<file path="src/design/spi_pkg.sv">
`default_nettype none

package spi_pkg;

  //////////////////////////////////////////////////
  // frame geometry

  parameter int spi_data_width = 8; // one byte per frame, msb first

  //////////////////////////////////////////////////
  // timing limits

  // slave sees each line edge this many clk cycles late, plus the edge register
  parameter int spi_sync_stages = 2;

  // smallest sclk half period in clk cycles, keeps the slave's miso
  // settled before the master samples on the falling edge
  parameter int spi_min_halfperiod = 4;

  // master sequencer states
  typedef enum logic [1:0] {
    st_idle,        // cs_n high, sclk low
    st_drive_edge,  // sclk low half, rises at the end
    st_sample_edge, // sclk high half, falls at the end
    st_finalize     // trailing half period before cs_n rises
  } spi_state_t;

endpackage

`default_nettype wire

</file>
<file path="src/design/host_pkg.sv">
`default_nettype none

package host_pkg;

  //////////////////////////////////////////////////
  // host command set

  typedef enum logic [1:0] {
    op_write     = 2'd0, // send byte, reply dropped
    op_xfer      = 2'd1, // send byte, reply returned
    op_read_last = 2'd2  // no spi traffic, last reply returned
  } host_op_t;

  //////////////////////////////////////////////////
  // command sequencing status

  typedef enum logic [1:0] {
    hs_idle,   // waiting for req
    hs_decode, // op latched, pick a path
    hs_spi,    // frame in flight, waiting for done
    hs_ack     // ack high until req drops
  } host_status_t;

endpackage

`default_nettype wire

</file>
<file path="src/design/spi_shift_reg.sv">
`timescale 1ns/1ps
`default_nettype none

// one byte shifter shared by both ends of the link
// drive and sample come from the owner, so the same block
// serves the master (sclk generator) and the slave (synced edges)
module spi_shift_reg #(
  parameter int DATA_WIDTH = spi_pkg::spi_data_width
) (
  input  logic                  clk,
  input  logic                  rst,
  input  logic                  load,        // parallel load of a new byte
  input  logic [DATA_WIDTH-1:0] load_data,
  input  logic                  drive,       // present next bit
  input  logic                  sample,      // capture serial_in
  input  logic                  serial_in,
  output logic                  serial_out,
  output logic [DATA_WIDTH-1:0] parallel_out
);

  logic [DATA_WIDTH-1:0] shreg;
  logic                  out_bit;

  //////////////////////////////////////////////////
  // data path

  // msb leaves first, received bits enter at the bottom
  always_ff @(posedge clk) begin
    if (load) begin
      shreg <= load_data;
    end else if (sample) begin
      shreg <= {shreg[DATA_WIDTH-2:0], serial_in};
    end
  end

  // output bit is held between drive strobes
  always_ff @(posedge clk or posedge rst) begin
    if (rst) begin
      out_bit <= 1'b0;
    end else if (drive) begin
      out_bit <= shreg[DATA_WIDTH-1]; // taken before the matching sample shifts
    end
  end

  assign serial_out   = out_bit;
  assign parallel_out = shreg; // received byte once all bits are in

  //////////////////////////////////////////////////
  // checks

  // a load landing on a sample would drop a received bit
  a_load_sample_excl : assert property (
    @(posedge clk) disable iff (rst) !(load && sample)
  ) else $error("spi_shift_reg: load and sample in the same cycle");

endmodule

`default_nettype wire

</file>
<file path="src/design/spi_master.sv">
`timescale 1ns/1ps
`default_nettype none

// mode 1 master: sclk idles low, data driven on the rising edge,
// sampled on the falling edge
module spi_master #(
  parameter int DATA_WIDTH      = spi_pkg::spi_data_width,
  parameter int SCLK_HALFPERIOD = spi_pkg::spi_min_halfperiod
) (
  input  logic                  clk,
  input  logic                  rst,
  input  logic                  start,
  input  logic [DATA_WIDTH-1:0] tx_data,
  input  logic                  miso,
  output logic                  busy,
  output logic                  done,
  output logic [DATA_WIDTH-1:0] rx_data,
  output logic                  sclk,
  output logic                  cs_n,
  output logic                  mosi
);

  import spi_pkg::*;

  localparam int HP_W  = $clog2(SCLK_HALFPERIOD + 1);
  localparam int BIT_W = $clog2(DATA_WIDTH + 1);

  localparam logic [HP_W-1:0]  HP_LAST  = HP_W'(SCLK_HALFPERIOD - 1);
  localparam logic [BIT_W-1:0] BIT_LAST = BIT_W'(DATA_WIDTH - 1);

  spi_state_t       state;
  logic [HP_W-1:0]  hp_cnt;  // cycles left in this half period
  logic [BIT_W-1:0] bit_cnt; // bits left after the current one
  logic             hp_end;
  logic             load;
  logic             drive;
  logic             sample;

  assign hp_end = (hp_cnt == '0);
  assign busy   = (state != st_idle);
  assign load   = start && (state == st_idle); // start while busy is dropped
  assign drive  = (state == st_drive_edge) && hp_end;  // same edge as sclk rise
  assign sample = (state == st_sample_edge) && hp_end; // same edge as sclk fall

  //////////////////////////////////////////////////
  // sequencer

  always_ff @(posedge clk or posedge rst) begin
    if (rst) begin
      state   <= st_idle;
      hp_cnt  <= HP_LAST;
      bit_cnt <= '0;
      sclk    <= 1'b0;
      cs_n    <= 1'b1;
      done    <= 1'b0;
    end else begin
      done <= 1'b0;

      // every active state reloads at the end of its half period
      if (busy) begin
        hp_cnt <= hp_end ? HP_LAST : hp_cnt - 1'b1;
      end

      case (state)
        st_idle: begin
          if (start) begin
            cs_n    <= 1'b0;
            hp_cnt  <= HP_LAST;
            bit_cnt <= BIT_LAST;
            state   <= st_drive_edge;
          end
        end
        st_drive_edge: begin
          if (hp_end) begin
            sclk  <= 1'b1;
            state <= st_sample_edge;
          end
        end
        st_sample_edge: begin
          if (hp_end) begin
            sclk <= 1'b0;
            if (bit_cnt == '0) begin
              state <= st_finalize;
            end else begin
              bit_cnt <= bit_cnt - 1'b1;
              state   <= st_drive_edge;
            end
          end
        end
        st_finalize: begin
          if (hp_end) begin
            cs_n  <= 1'b1; // deselect and done in the same cycle
            done  <= 1'b1;
            state <= st_idle;
          end
        end
        default: state <= st_idle;
      endcase
    end
  end

  //////////////////////////////////////////////////
  // shifter

  spi_shift_reg #(
    .DATA_WIDTH (DATA_WIDTH)
  ) spi_shift_reg_inst (
    .clk          (clk),
    .rst          (rst),
    .load         (load),
    .load_data    (tx_data),
    .drive        (drive),
    .sample       (sample),
    .serial_in    (miso),
    .serial_out   (mosi),
    .parallel_out (rx_data)
  );

  //////////////////////////////////////////////////
  // checks

  // slave needs sync plus edge detect before miso settles
  a_halfperiod_min : assert property (
    @(posedge clk) SCLK_HALFPERIOD >= spi_min_halfperiod
  ) else $error("spi_master: SCLK_HALFPERIOD below %0d", spi_min_halfperiod);

  a_sclk_in_frame : assert property (
    @(posedge clk) disable iff (rst) sclk |-> !cs_n
  ) else $error("spi_master: sclk high outside a frame");

  a_done_pulse : assert property (
    @(posedge clk) disable iff (rst) done |=> !done
  ) else $error("spi_master: done wider than one cycle");

endmodule

`default_nettype wire

</file>
<file path="src/design/spi_slave_device.sv">
`timescale 1ns/1ps
`default_nettype none

// on-chip slave model
// every frame answers with the byte received in the frame before
module spi_slave_device #(
  parameter int DATA_WIDTH = spi_pkg::spi_data_width
) (
  input  logic clk,
  input  logic rst,
  input  logic sclk,
  input  logic cs_n,
  input  logic mosi,
  output logic miso
);

  import spi_pkg::*;

  logic [spi_sync_stages-1:0] sclk_sync;
  logic [spi_sync_stages-1:0] cs_n_sync;
  logic [spi_sync_stages-1:0] mosi_sync;
  logic                       sclk_s;
  logic                       cs_n_s;
  logic                       mosi_s;
  logic                       sclk_d;     // edge register
  logic                       cs_n_d;
  logic                       sclk_rise;
  logic                       sclk_fall;
  logic                       cs_fall;
  logic                       cs_rise;
  logic [DATA_WIDTH-1:0]      reply;      // byte sent in the next frame
  logic [DATA_WIDTH-1:0]      rx_byte;
  logic                       tx_bit;

  //////////////////////////////////////////////////
  // line synchronizers and edge detect

  always_ff @(posedge clk or posedge rst) begin
    if (rst) begin
      sclk_sync <= '0;
      cs_n_sync <= '1; // deselected
      mosi_sync <= '0;
      sclk_d    <= 1'b0;
      cs_n_d    <= 1'b1;
    end else begin
      sclk_sync <= {sclk_sync[spi_sync_stages-2:0], sclk};
      cs_n_sync <= {cs_n_sync[spi_sync_stages-2:0], cs_n};
      mosi_sync <= {mosi_sync[spi_sync_stages-2:0], mosi};
      sclk_d    <= sclk_s;
      cs_n_d    <= cs_n_s;
    end
  end

  assign sclk_s = sclk_sync[spi_sync_stages-1];
  assign cs_n_s = cs_n_sync[spi_sync_stages-1];
  assign mosi_s = mosi_sync[spi_sync_stages-1];

  assign sclk_rise = sclk_s && !sclk_d;
  assign sclk_fall = !sclk_s && sclk_d;
  assign cs_fall   = !cs_n_s && cs_n_d; // frame start
  assign cs_rise   = cs_n_s && !cs_n_d; // frame end

  //////////////////////////////////////////////////
  // reply register

  // last frame's byte becomes the next answer
  always_ff @(posedge clk or posedge rst) begin
    if (rst) begin
      reply <= '0;
    end else if (cs_rise) begin
      reply <= rx_byte;
    end
  end

  spi_shift_reg #(
    .DATA_WIDTH (DATA_WIDTH)
  ) spi_shift_reg_inst (
    .clk          (clk),
    .rst          (rst),
    .load         (cs_fall),
    .load_data    (reply),
    .drive        (sclk_rise && !cs_n_s),
    .sample       (sclk_fall && !cs_n_s),
    .serial_in    (mosi_s),
    .serial_out   (tx_bit),
    .parallel_out (rx_byte)
  );

  assign miso = cs_n_s ? 1'b0 : tx_bit; // quiet when not selected

  //////////////////////////////////////////////////
  // checks

  // master must keep sclk parked outside a frame
  a_sclk_quiet : assert property (
    @(posedge clk) disable iff (rst) (cs_n_s && cs_n_d) |-> (sclk_s == sclk_d)
  ) else $error("spi_slave_device: sclk toggled while deselected");

endmodule

`default_nettype wire

</file>
<file path="src/design/host_port.sv">
`timescale 1ns/1ps
`default_nettype none

// four-phase req/ack front end, turns host commands into master starts
module host_port #(
  parameter int DATA_WIDTH = spi_pkg::spi_data_width
) (
  input  logic                  clk,
  input  logic                  rst,
  input  logic                  req,
  input  host_pkg::host_op_t    op,
  input  logic [DATA_WIDTH-1:0] wdata,
  input  logic                  busy,
  input  logic                  done,
  input  logic [DATA_WIDTH-1:0] rx_data,
  output logic                  ack,
  output logic [DATA_WIDTH-1:0] rdata,
  output logic                  start,
  output logic [DATA_WIDTH-1:0] tx_data
);

  import host_pkg::*;

  host_status_t          state;
  host_op_t              op_q;
  logic                  req_q;
  logic                  req_rise;
  logic [DATA_WIDTH-1:0] last_rx; // byte from the latest frame

  assign req_rise = req && !req_q;

  //////////////////////////////////////////////////
  // handshake sequencing

  always_ff @(posedge clk or posedge rst) begin
    if (rst) begin
      state   <= hs_idle;
      op_q    <= op_write;
      req_q   <= 1'b0;
      ack     <= 1'b0;
      start   <= 1'b0;
      last_rx <= '0;
    end else begin
      req_q <= req;
      start <= 1'b0; // single cycle pulse
      if (done) begin
        last_rx <= rx_data;
      end

      case (state)
        hs_idle: begin
          if (req_rise) begin
            op_q  <= op;
            state <= hs_decode;
          end
        end
        hs_decode: begin
          if (op_q == op_read_last) begin
            ack   <= 1'b1; // no spi traffic
            state <= hs_ack;
          end else if (!busy) begin
            start <= 1'b1;
            state <= hs_spi;
          end
        end
        hs_spi: begin
          if (done) begin
            ack   <= 1'b1;
            state <= hs_ack;
          end
        end
        hs_ack: begin
          if (!req) begin
            ack   <= 1'b0;
            state <= hs_idle;
          end
        end
        default: state <= hs_idle;
      endcase
    end
  end

  //////////////////////////////////////////////////
  // payload

  always_ff @(posedge clk) begin
    if (state == hs_idle && req_rise) begin
      tx_data <= wdata;
    end
    if (state == hs_decode && op_q == op_read_last) begin
      rdata <= last_rx;
    end else if (state == hs_spi && done) begin
      rdata <= (op_q == op_write) ? '0 : rx_data; // write hides the reply
    end
  end

  // host owns the release of ack
  a_ack_hold : assert property (
    @(posedge clk) disable iff (rst) (ack && req) |=> ack
  ) else $error("host_port: ack dropped while req high");

endmodule

`default_nettype wire

</file>
<file path="src/design/spi_subsystem_top.sv">
`timescale 1ns/1ps
`default_nettype none

// host port, master and slave model on one set of spi lines
// the lines come out only so the testbench can watch them
module spi_subsystem_top #(
  parameter int DATA_WIDTH      = spi_pkg::spi_data_width,
  parameter int SCLK_HALFPERIOD = spi_pkg::spi_min_halfperiod
) (
  input  logic                  clk,
  input  logic                  rst,
  // host side
  input  logic                  req,
  input  host_pkg::host_op_t    op,
  input  logic [DATA_WIDTH-1:0] wdata,
  output logic                  ack,
  output logic [DATA_WIDTH-1:0] rdata,
  // spi lines, observation only
  output logic                  sclk,
  output logic                  cs_n,
  output logic                  mosi,
  output logic                  miso
);

  logic                  start;
  logic                  busy;
  logic                  done;
  logic [DATA_WIDTH-1:0] tx_data;
  logic [DATA_WIDTH-1:0] rx_data;

  host_port #(
    .DATA_WIDTH (DATA_WIDTH)
  ) host_port_inst (
    .clk     (clk),
    .rst     (rst),
    .req     (req),
    .op      (op),
    .wdata   (wdata),
    .busy    (busy),
    .done    (done),
    .rx_data (rx_data),
    .ack     (ack),
    .rdata   (rdata),
    .start   (start),
    .tx_data (tx_data)
  );

  spi_master #(
    .DATA_WIDTH      (DATA_WIDTH),
    .SCLK_HALFPERIOD (SCLK_HALFPERIOD)
  ) spi_master_inst (
    .clk     (clk),
    .rst     (rst),
    .start   (start),
    .tx_data (tx_data),
    .miso    (miso),
    .busy    (busy),
    .done    (done),
    .rx_data (rx_data),
    .sclk    (sclk),
    .cs_n    (cs_n),
    .mosi    (mosi)
  );

  spi_slave_device #(
    .DATA_WIDTH (DATA_WIDTH)
  ) spi_slave_device_inst (
    .clk  (clk),
    .rst  (rst),
    .sclk (sclk),
    .cs_n (cs_n),
    .mosi (mosi),
    .miso (miso)
  );

endmodule

`default_nettype wire

</file>
<file path="config.mk">
export PLATFORM = sky130hd
export DESIGN_NAME = spi_subsystem_top
export DESIGN_NICKNAME = d
export VERILOG_FILES = /design/src/design/spi_pkg.sv /design/src/design/host_pkg.sv /design/src/design/spi_shift_reg.sv /design/src/design/spi_master.sv /design/src/design/spi_slave_device.sv /design/src/design/host_port.sv /design/src/design/spi_subsystem_top.sv
export SDC_FILE = /design/constraint.sdc
export NUM_CORES = 1
export LEC_CHECK = 0
export ABC_AREA = 0
export BUFFER_PORTS_ARGS = -buffer_cell sky130_fd_sc_hd__buf_4
export CAP_MARGIN = 10
export CELL_PAD_IN_SITES_DETAIL_PLACEMENT = 0
export CELL_PAD_IN_SITES_GLOBAL_PLACEMENT = 1
export CORE_ASPECT_RATIO = 1.4
export CORE_MARGIN = 10
export CORE_UTILIZATION = 45
export DETAILED_ROUTE_END_ITERATION = 8
export GPL_TIMING_DRIVEN = 1
export PLACE_DENSITY_LB_ADDON = 0.1
export SLEW_MARGIN = 20
export SYNTH_ARGS = -nofsm -noshare
export SYNTH_HDL_FRONTEND = slang
export SYNTH_SLANG_ARGS = --single-unit
</file>
<file path="constraint.sdc">
create_clock -name clk -period 2.1 [get_ports clk]
set_input_delay 0.21 -clock clk [delete_from_list [all_inputs] [get_ports clk]]
set_output_delay 0.21 -clock clk [all_outputs]
set_load 0.01 [all_outputs]
</file>
# ---- After elaboration in Yosys (flattened, before gate mapping)
# Cells that the tools add are included.
dict set report classes {
  bitwise 0
  multipliers 0
  n_shift 0
  n_mux 42
  n_reduce_logical 38
  div_mod_pow 0
  eq_ne 17
  n_addsub 2
  magnitude_cmp 0
}
# cell count
set op_table {}
lappend op_table {{$mux W8} 7}
lappend op_table {{$mux W2} 10}
lappend op_table {{$pmux W2 S4} 2}
lappend op_table {{$reduce_and A4 Y1} 4}
lappend op_table {{$reduce_bool A2 Y1} 7}
lappend op_table {{$logic_and A1 B1 Y1} 13}
lappend op_table {{$mux W1} 12}
lappend op_table {{$mux W3} 4}
lappend op_table {{$mux W4} 3}
lappend op_table {{$eq A2 B2 Y1 const B} 5}
lappend op_table {{$ne A2 B1 Y1 const B} 5}
lappend op_table {{$ne A2 B2 Y1 const B} 4}
lappend op_table {{$pmux W4 S2} 1}
lappend op_table {{$logic_not A2 Y1} 3}
lappend op_table {{$reduce_and A3 Y1} 2}
lappend op_table {{$logic_not A1 Y1} 5}
lappend op_table {{$eq A2 B1 Y1 const B} 2}
lappend op_table {{$logic_not A4 Y1} 1}
lappend op_table {{$pmux W1 S2} 2}
lappend op_table {{$sub A4 B1 Y4 const B} 1}
lappend op_table {{$logic_not A3 Y1} 1}
lappend op_table {{$ne A3 B3 Y1 const B} 1}
lappend op_table {{$pmux W1 S3} 1}
lappend op_table {{$reduce_bool A3 Y1} 1}
lappend op_table {{2 further kinds} 2}
dict set report word_totals {
  memories 0
  mem_bits_ro 0
  latchBits 0
  inputBits 13
  out_inout_bits 13
  ramBits 0
  register_bits 77
}

# ---- Depth between registers and ports, before layout
# Gate-level depths: netlist of run 1.
dict set report logic_depth {
  depth_word 5
  ltp_mapped 6
}

# ---- By module
# A second synthesis of run 1 with hierarchy kept.
dict set report hier_totals {
  hier_cells 235
  area_unflattened_um2 3465.8
}
# module cells_per_inst area_per_inst_um2 n_inst
set by_module_without_submodules {}
lappend by_module_without_submodules {host_port 89 1331.3 1}
lappend by_module_without_submodules {spi_shift_reg 21 417.9 2}
lappend by_module_without_submodules {spi_master 73 704.4 1}
lappend by_module_without_submodules {spi_slave_device 31 594.3 1}

# ---- Least setup slack after synthesis of run 1
# OpenSTA, ideal clock, no wires.
dict set report synth_path {
  path_type {flip-flop to flip-flop}
  start {reg spi_master_inst.hp_cnt[0]}
  end {reg spi_master_inst.bit_cnt[1]}
  path_stages_with_launch 7
  synth_period_minus_slack_ns 1.613
  n_path_buf 0
  arrival_ns 1.488
  slack_ns 0.487
  path_cell_list {dfstp_2 > inv_1 > ha_1 > nand2b_1 > o21a_1 > a21o_1 > mux2_4}
}
dict set report synth_via {
  elab_chain_len 3
}
# item line
set synth_lines {}
lappend synth_lines {{start: declaration} spi_master.sv:32} ;# logic [HP_W-1:0] hp_cnt;
lappend synth_lines {{start signal: assignment} spi_master.sv:61} ;# hp_cnt <= hp_end ? HP_LAST : hp_cnt - 1'b1;
lappend synth_lines {{$logic_not A3 Y1} spi_master.sv:39} ;# assign hp_end = (hp_cnt == '0);
lappend synth_lines {{$ne A2 B1 Y1 (no source line)} --}
lappend synth_lines {{$reduce_and A4 Y1 (no source line)} --}
lappend synth_lines {{end signal: assignment} spi_master.sv:85} ;# bit_cnt <= bit_cnt - 1'b1;
lappend synth_lines {{end: declaration} spi_master.sv:33} ;# logic [BIT_W-1:0] bit_cnt;
# Every way passes these cells.
# A chain may end at the register's enable or synchronous reset.

# ---- Worst setup path in the final report of run 1
dict set report layout_path {
  start {reg host_port_inst.state[1]}
  end {reg host_port_inst.rdata[0] (enable)}
}
dict set report layout_via {
  elab_chain_len 3
  word_cells_on_any_way 5
  cone_classes {eq/ne: 2; reduce/logical: 3}
}
# item line
set layout_lines {}
lappend layout_lines {{start: declaration} host_port.sv:24} ;# host_status_t state;
lappend layout_lines {{start signal: assignment} host_port.sv:37} ;# state <= hs_idle;
lappend layout_lines {{start signal: assignment} host_port.sv:54} ;# state <= hs_decode;
lappend layout_lines {{start signal: assignment} host_port.sv:60} ;# state <= hs_ack;
lappend layout_lines {{$eq A2 B2 Y1 or $eq A2 B1 Y1 (tied branches)} {host_port.sv:92, host_port.sv:90}}
lappend layout_lines {{$logic_and A1 B1 Y1, on equally long branches} {host_port.sv:92, host_port.sv:90}}
lappend layout_lines {{$reduce_bool A2 Y1 (no source line) *} --}
lappend layout_lines {{end signal: assignment} host_port.sv:91} ;# rdata <= last_rx;
lappend layout_lines {{end signal: assignment} host_port.sv:93} ;# rdata <= (op_q == op_write) ? '0 : rx_data;
lappend layout_lines {{end: declaration} host_port.sv:17} ;# output logic [DATA_WIDTH-1:0] rdata,
# Mark *: on every way between the ends. The rest lies on a longest branch, timed or not.

==> metrics.txt, run 1 <==
post-layout util=between 50% and 60%; Post-Synth Adder-Cell Area=3.52%; vias in the first global route=around 1900; Area Growth Syn to Fin=17.5%; hold_sp=wdata[4]; first-pass GRT wire length=~9400 µm; CP endpoint kind=register; via count=1834; final period utilization=roughly four fifths; Synth cell types=38; ANT cells=0; GP Congestion=roughly 0.73; Post-Syn Area=about 3200 µm²; I/O pin count=26; core area=around 6900 µm²; Setup violations, final=0; Clock Tree Root=clkbuf_8; min-delay worst type=in2reg; number of clock sinks=slightly below 80; multiplexer share of the synthesized area=between 10% and 20%; Crit Path Category=reg2reg; IO buf count=25; Max Slew Vio Count=0; #FFs+latches synth=77; post-cts sizing count=0; Reg-to-Reg End=host_port_inst.rdata[0]; first-pass detailed-route iteration total=4; post-route setup TNS=0 ns; Post-Synth XOR/XNOR Area=0%; slowest stage delay, CP=around 0.43 ns; VDD IR max=roughly 0.37 mV; largest net degree at the start of global routing=26; Avg Cell Area, Syn=around 14 µm²; Buf+Inv Stages, Crit Path=1; max_slew headroom=a little under half; DR vias/cell=5.08; EDFF count, synth=32; outcome=finished, final reports clean; DIE AREA=10900 µm²; worst hold endpoint=host_port_inst.tx_data[4]; Critical Path RT=about 2.1 ns; GRT Resource Usage Total=roughly 11%; Final min period=1.69 ns; Hold Path Stages=1; DRC Markers=0; area share of and/or/nand/nor cells after synthesis=slightly above 6%; Rows=36; fin nets=283; post-DP HPWL=~4300 µm; Worst Tran Pin Value=0.817 ns; Worst EP arrival=~1.7 ns; GRT overflow=0; fraction of registers with async set/reset=58.4%; Max Root-Sink Buffers=2; Fillers=618; antenna violations before repair=0; FF-to-FF Start=host_port_inst.state[1]; P per Cell Area=708 nW/µm²; CTS tree=built; die width=91.2 µm; reg2reg setup slack=~0.41 ns; final WL=approximately 5700 µm; Starting Density=46.1%; worst skew pair latency=between 0.3 and 0.4 ns; Top delay family on crit path=flip-flops; largest family of logic cells by synthesized area=multiplexers; total of max-cap violations=0; Fmax=approximately 600 MHz; CTS H-tree depth=3; RSZ-0062 raised after global routing=no; clk slew on worst S/H paths=around 0.080 ns; Post-Synthesis Net Count=about 240; Synth Flop Type=dfrtp_1; Die Height=approximately 120 µm; Compound-Gate Fraction of Synth Area=between 8 and 9%; skew final=approximately 0.0097 ns; starting DRC count in detailed routing=47; critical path cell sequence=inv_1 > ha_1 > and2_1 > a21o_1; Synth Instances=~220; Worst path slowest cell=dfrtp_1; synth warn=0; final hold vios=0; CP startpoint kind=register; Lkg Pwr=about 1.6 nW; layout cells sized above 1=a little over a third; CP startpoint=host_port_inst.state[1]; Final ANT Viol Nets=0; CTS buffer count=9; register area share after synthesis=between 60 and 70%; worst-path maximum fanout=8; wire per inst=15.8 µm; Reg2Reg Depth=4
[final cells by class]
cell class,instances,area [µm²],share of cell area (%)
Clock buffer,11,131,3.50
Clock inverter,5,52.6,1.40
Inverter,14,52.6,1.40
Multi-Input combinational cell,122,1010,26.9
Sequential cell,77,2090,55.8
Tap cell,95,119,3.17
Timing Repair Buffer,37,295,7.86
[layout by cell type (no fill, tap or decap), types with 2 or more instances in the layout]
cell type	synthesis	routed
o31ai_1	2	2
nor2_1	9	9
nand3_1	2	2
mux2_2	37	37
buf_4	0	34
dlygate4sd3_1	0	2
clkbuf_1	5	2
nand2b_1	4	4
o21ai_0	7	7
nor2b_1	6	6
inv_1	14	13
a21o_1	4	4
nand2_1	4	4
nor3_1	3	3
clkbuf_8	0	9
dfrtp_1	39	39
dfstp_2	6	6
ha_1	9	9
edfxtp_1	32	32
clkinv_2	0	3
a21oi_1	8	8
a22o_1	9	9
[per-layer routing]
metal	GRT usage, %	up-vias	part of all wire (%)
met5	0	-	0
met4	6.19	0	1.9
met3	2.87	8	3.4
met2	18.4	25	51
met1	12.6	922	44
li1	-	879	-
[worst reg2reg max path: cells and delay by family, from the launching register on]
kind	cells	cell delay [ns]
buf+inv	1	0.12
fa+ha+maj	1	0.20
simple gates	1	0.31
flops	1	0.43
compound gates	1	0.31
[synth_stat cells, drive strengths merged, types with 3 or more instances]
master / n / area share (%)
ha: 9 / 3.5
inv: 14 / 1.6
nand2: 4 / 0.47
dfrtp: 39 / 31
nor3: 3 / 0.47
mux2: 38 / 14
a21oi: 8 / 1.3
buf: 3 / 0.67
dfstp: 6 / 4.9
nor2: 9 / 1.1
a22o: 9 / 2.5
clkbuf: 5 / 0.59
a21o: 4 / 0.94
nand2b: 4 / 0.78
o21ai: 8 / 1.3
nor2b: 6 / 1.2
edfxtp: 32 / 30
[logic make-up (layout without fill, tap and decap cells)]
family | after synthesis | after routing
compound gates | 38 | 38
fa+ha+maj | 9 | 9
buf+inv | 22 | 67
flops | 77 | 77
mux | 39 | 39
simple gates | 36 | 36
[flip-flops by register name, indices dropped and copies added (netlist names), 2 cells and up]
| register | flops |
|---|---|
| spi_master_inst.bit_cnt | 4 |
| spi_master_inst.state | 2 |
| host_port_inst.rdata | 8 |
| spi_slave_device_inst.spi_shift_reg_inst.parallel_out | 8 |
| host_port_inst.op_q | 2 |
| spi_slave_device_inst.sclk_sync | 2 |
| spi_slave_device_inst.cs_n_sync | 2 |
| host_port_inst.state | 2 |
| host_port_inst.tx_data | 8 |
| spi_slave_device_inst.reply | 8 |
| host_port_inst.last_rx | 8 |
| spi_master_inst.spi_shift_reg_inst.parallel_out | 8 |
| spi_master_inst.hp_cnt | 3 |
| spi_slave_device_inst.mosi_sync | 2 |
[per-stage QoR]
stage	hold slack, ns	instance area [µm²]	power (mW)	setup WS [ns]	cells
3_5_place_dp	0.316	3550	1.64	0.414	343
5_1_grt	0.0178	3750	2.75	0.259	361
3_3_place_gp	0.313	3550	1.63	0.440	343
2_1_floorplan	0.241	3200	1.61	0.487	221
6_report	0.0378	3750	2.66	0.410	361
4_1_cts	0.0229	3750	2.69	0.398	361
[timing repair]
action,4_1_cts,5_1_grt
hold buffers,2,0
setup buffers,0,0
hold endpoints to repair,20,0
endpoints found under the setup margin,0,0
[power breakdown]
group	total, mW	switching (mW)	internal [mW]
Combinational	0.0435	0.0223	0.0212
Sequential	1.56	0.000353	1.56
Clock	1.05	0.510	0.544
Total	2.66	0.533	2.13
[worst max-delay path by stage]
stage                                       to  slack (ns)  depth (start not counted)
finish                 host_port_inst.rdata[0]        0.41                          4
detailed placement     host_port_inst.rdata[5]        0.41                          4
CTS                    host_port_inst.rdata[3]        0.40                          4
global route           host_port_inst.rdata[2]        0.26                          4
floorplan           spi_master_inst.bit_cnt[1]        0.49                          6
global placement       host_port_inst.rdata[5]        0.44                          4
Power figures use the tool's default switching activity.
==> inputs of run 2 (changes only) <==
CORE_UTILIZATION = 44   (was 45)
clock period = 1.4 ns   (was 2.1 ns; I/O delays follow)
==> run 2 against run 1 <==
Compared with the run above:
- the flow now finishes with violations (setup timing)
- power grew 54%
- routed wire length grew 17%
- sequential power grew 50%
- clock power grew 58%
- maximum frequency grew 9.2%
- largest power group unchanged
==> metrics.txt, run 2 (synthesized netlist as in run 1, its figures left out) <==
GRT overflow=0 (unchanged); wire per inst=16.2 µm (was 15.8 µm); Die Height=121 µm (was 120 µm); Worst EP arrival=1.78 ns (was 1.70 ns); outcome=finished, violations left (was finished, final reports clean); min-delay worst type=in2reg (unchanged); Reg-to-Reg End=spi_master_inst.bit_cnt[1] (was host_port_inst.rdata[0]); CTS H-tree depth=3 (unchanged); Worst Tran Pin Value=0.461 ns (was 0.817 ns); antenna violations before repair=0 (unchanged); vias in the first global route=2245 (was 1891); CTS tree=built (unchanged); Max Slew Vio Count=0 (unchanged); Setup violations, final=41 (was 0); post-layout util=63.9% (was 54.1%); Reg2Reg Depth=4 (unchanged); final WL=6680 µm (was 5710 µm); Clock power frac=40.6% (was 39.6%); I/O pin count=26 (unchanged); commonest non-fill, non-tap cell in the layout=buf_4 (was dfrtp_1); Critical Path RT=1.64 ns (was 2.11 ns); P_int=3.25 mW (was 2.13 mW); Lkg Pwr=1.98 nW (was 1.64 nW); worst skew pair latency=0.35 ns (was 0.34 ns); Worst path slowest cell=dfrtp_1 (unchanged); Switch Pwr=0.838 mW (was 0.533 mW); Final ANT Viol Nets=0 (unchanged); DIE AREA=11100 µm² (was 10900 µm²); Final min period=1.55 ns (was 1.69 ns); FF-to-FF Start=spi_master_inst.state[0] (was host_port_inst.state[1]); Starting Density=45.5% (was 46.1%); crit path to=spi_master_inst.bit_cnt[1] (was host_port_inst.rdata[0]); layout cells sized above 1=55.2% (was 35.3%); Comb pwr share=2.2% (was 1.6%); die width=92.0 µm (was 91.2 µm); most frequent cells in the layout=buf_4, dfrtp_1, edfxtp_1 (was dfrtp_1, mux2_2, buf_4); starting DRC count in detailed routing=81 (was 47); DR vias/cell=4.94 (was 5.08); core area=7030 µm² (was 6940 µm²); Fmax=647 MHz (was 592 MHz); Area Growth Syn to Fin=40.5% (was 17.5%); critical path cell sequence=or3b_4 > o21a_1 > a21o_1 > mux2_4 (was inv_1 > ha_1 > and2_1 > a21o_1); Rows=36 (unchanged); max_slew headroom=69.1% (was 45.2%); Fin Hold WS=0.0400 ns (was 0.0378 ns); CP startpoint=spi_master_inst.state[0] (was host_port_inst.state[1]); setup ws final=-0.147 ns (was 0.410 ns); sequential power share=57.2% (was 58.7%); first-pass detailed-route iteration total=4 (unchanged); P per Cell Area=911 nW/µm² (was 708 nW/µm²); final period utilization=110% (was 80.5%); Clock Tree Root=clkbuf_8 (unchanged); total of max-cap violations=0 (unchanged); number of clock sinks=77 (unchanged); GP Congestion=0.771 (was 0.734); clk slew on worst S/H paths=0.08 ns (about the same); slowest stage delay, CP=0.41 ns (was 0.43 ns); via count=2034 (was 1834); ANT cells=0 (unchanged); GRT Resource Usage Total=12.4% (was 11.0%); CTS buffer count=9 (unchanged); worst-path maximum fanout=4 (was 8); IO buf count=25 (unchanged); fin nets=334 (was 283); final hold vios=0 (unchanged); skew final=0.00996 ns (was 0.00967 ns); reg2reg setup slack=-0.15 ns (was 0.41 ns); DRC Markers=0 (unchanged); CP endpoint kind=register (unchanged); Crit Path Category=reg2reg (unchanged); CP startpoint kind=register (unchanged); largest net degree at the start of global routing=36 (was 26); Tot Pwr=4.09 mW (was 2.66 mW); switch share=20.5% (was 20.0%); failing checks=setup timing; post-DP HPWL=4590 µm (was 4250 µm); VDD IR max=0.535 mV (was 0.367 mV); RSZ-0062 raised after global routing=yes (was no); first-pass GRT wire length=10800 µm (was 9450 µm); Max Root-Sink Buffers=2 (unchanged)
## run 2: cell count changes in the layout (fill, tap and decap cells not counted), moves of 5 or more
cell and change:
buf_4 +26, buf_6 +14, dlygate4sd3_1 +8, ha_1 -6, ha_4 +5, inv_1 -8
inv_2 +7, mux2_2 -9, mux2_4 +9, nor2b_1 -5
## run 2: power groups by stage
stage	sequential [mW]	combinational, mW	clock (mW)
detailed placement	2.39	0.0677	0
finish	2.34	0.0881	1.66
global placement	2.39	0.0678	0
floorplan	2.39	0.0210	0
global route	2.34	0.0972	1.82
CTS	2.34	0.0897	1.73
## run 2: stage by stage
| step | area, µm² | std cells | TNS, ns | worst slack [ns] |
|---|---|---|---|---|
| after floorplan | 3280 | 221 | -2.48 | -0.147 |
| after global placement | 3890 | 375 | -2.76 | -0.124 |
| after detailed placement | 3890 | 375 | -3.99 | -0.155 |
| after CTS | 4360 | 410 | -2.16 | -0.127 |
| after global routing | 4490 | 412 | -4.87 | -0.184 |
| final | 4490 | 412 | -3.41 | -0.147 |
## run 2: repair_timing
item,CTS,global route
setup endpoints to repair,57,70
endpoints found under the hold margin,17,0
buffers inserted,9,3
pin swaps,9,8
hold buffers,10,0
resized for setup,29,29
## run 2: critical path, delay by kind of cell (launching register included)
family,cells,cell delay [ns]
AO/OA/AOI/OAI,2,0.34
multiplexers,1,0.30
flip-flops,1,0.41
AND/OR/NAND/NOR,1,0.39
## run 2: final cells by class
type	instances	area, µm²
flip-flops and latches	77	2100
clock buffers	10	138
multi-input cells	122	1240
well taps	95	119
repair buffers	88	788
clock inverters	6	60.1
fillers	577	2530
inverters	14	55.1
## run 2: layer usage
metal	vias up	track usage (%)	wire [µm]
met5	-	0	0
met4	0	5.71	153
met3	12	4.21	258
met2	30	21.6	3580
met1	1005	13.1	2690
li1	987	-	-
## run 2: worst min path at each step
stage | endpoint | slack (ns) | cells after the start | start
2_1_floorplan | host_port_inst.req_q | 0.17 | 0 | req
3_3_place_gp | host_port_inst.ack | 0.12 | 2 | rst
3_5_place_dp | host_port_inst.ack | 0.13 | 2 | rst
4_1_cts | host_port_inst.op_q[0] | 0.02 | 2 | op[0]
5_1_grt | host_port_inst.op_q[0] | 0.02 | 2 | op[0]
6_report | host_port_inst.op_q[1] | 0.04 | 2 | op[1]
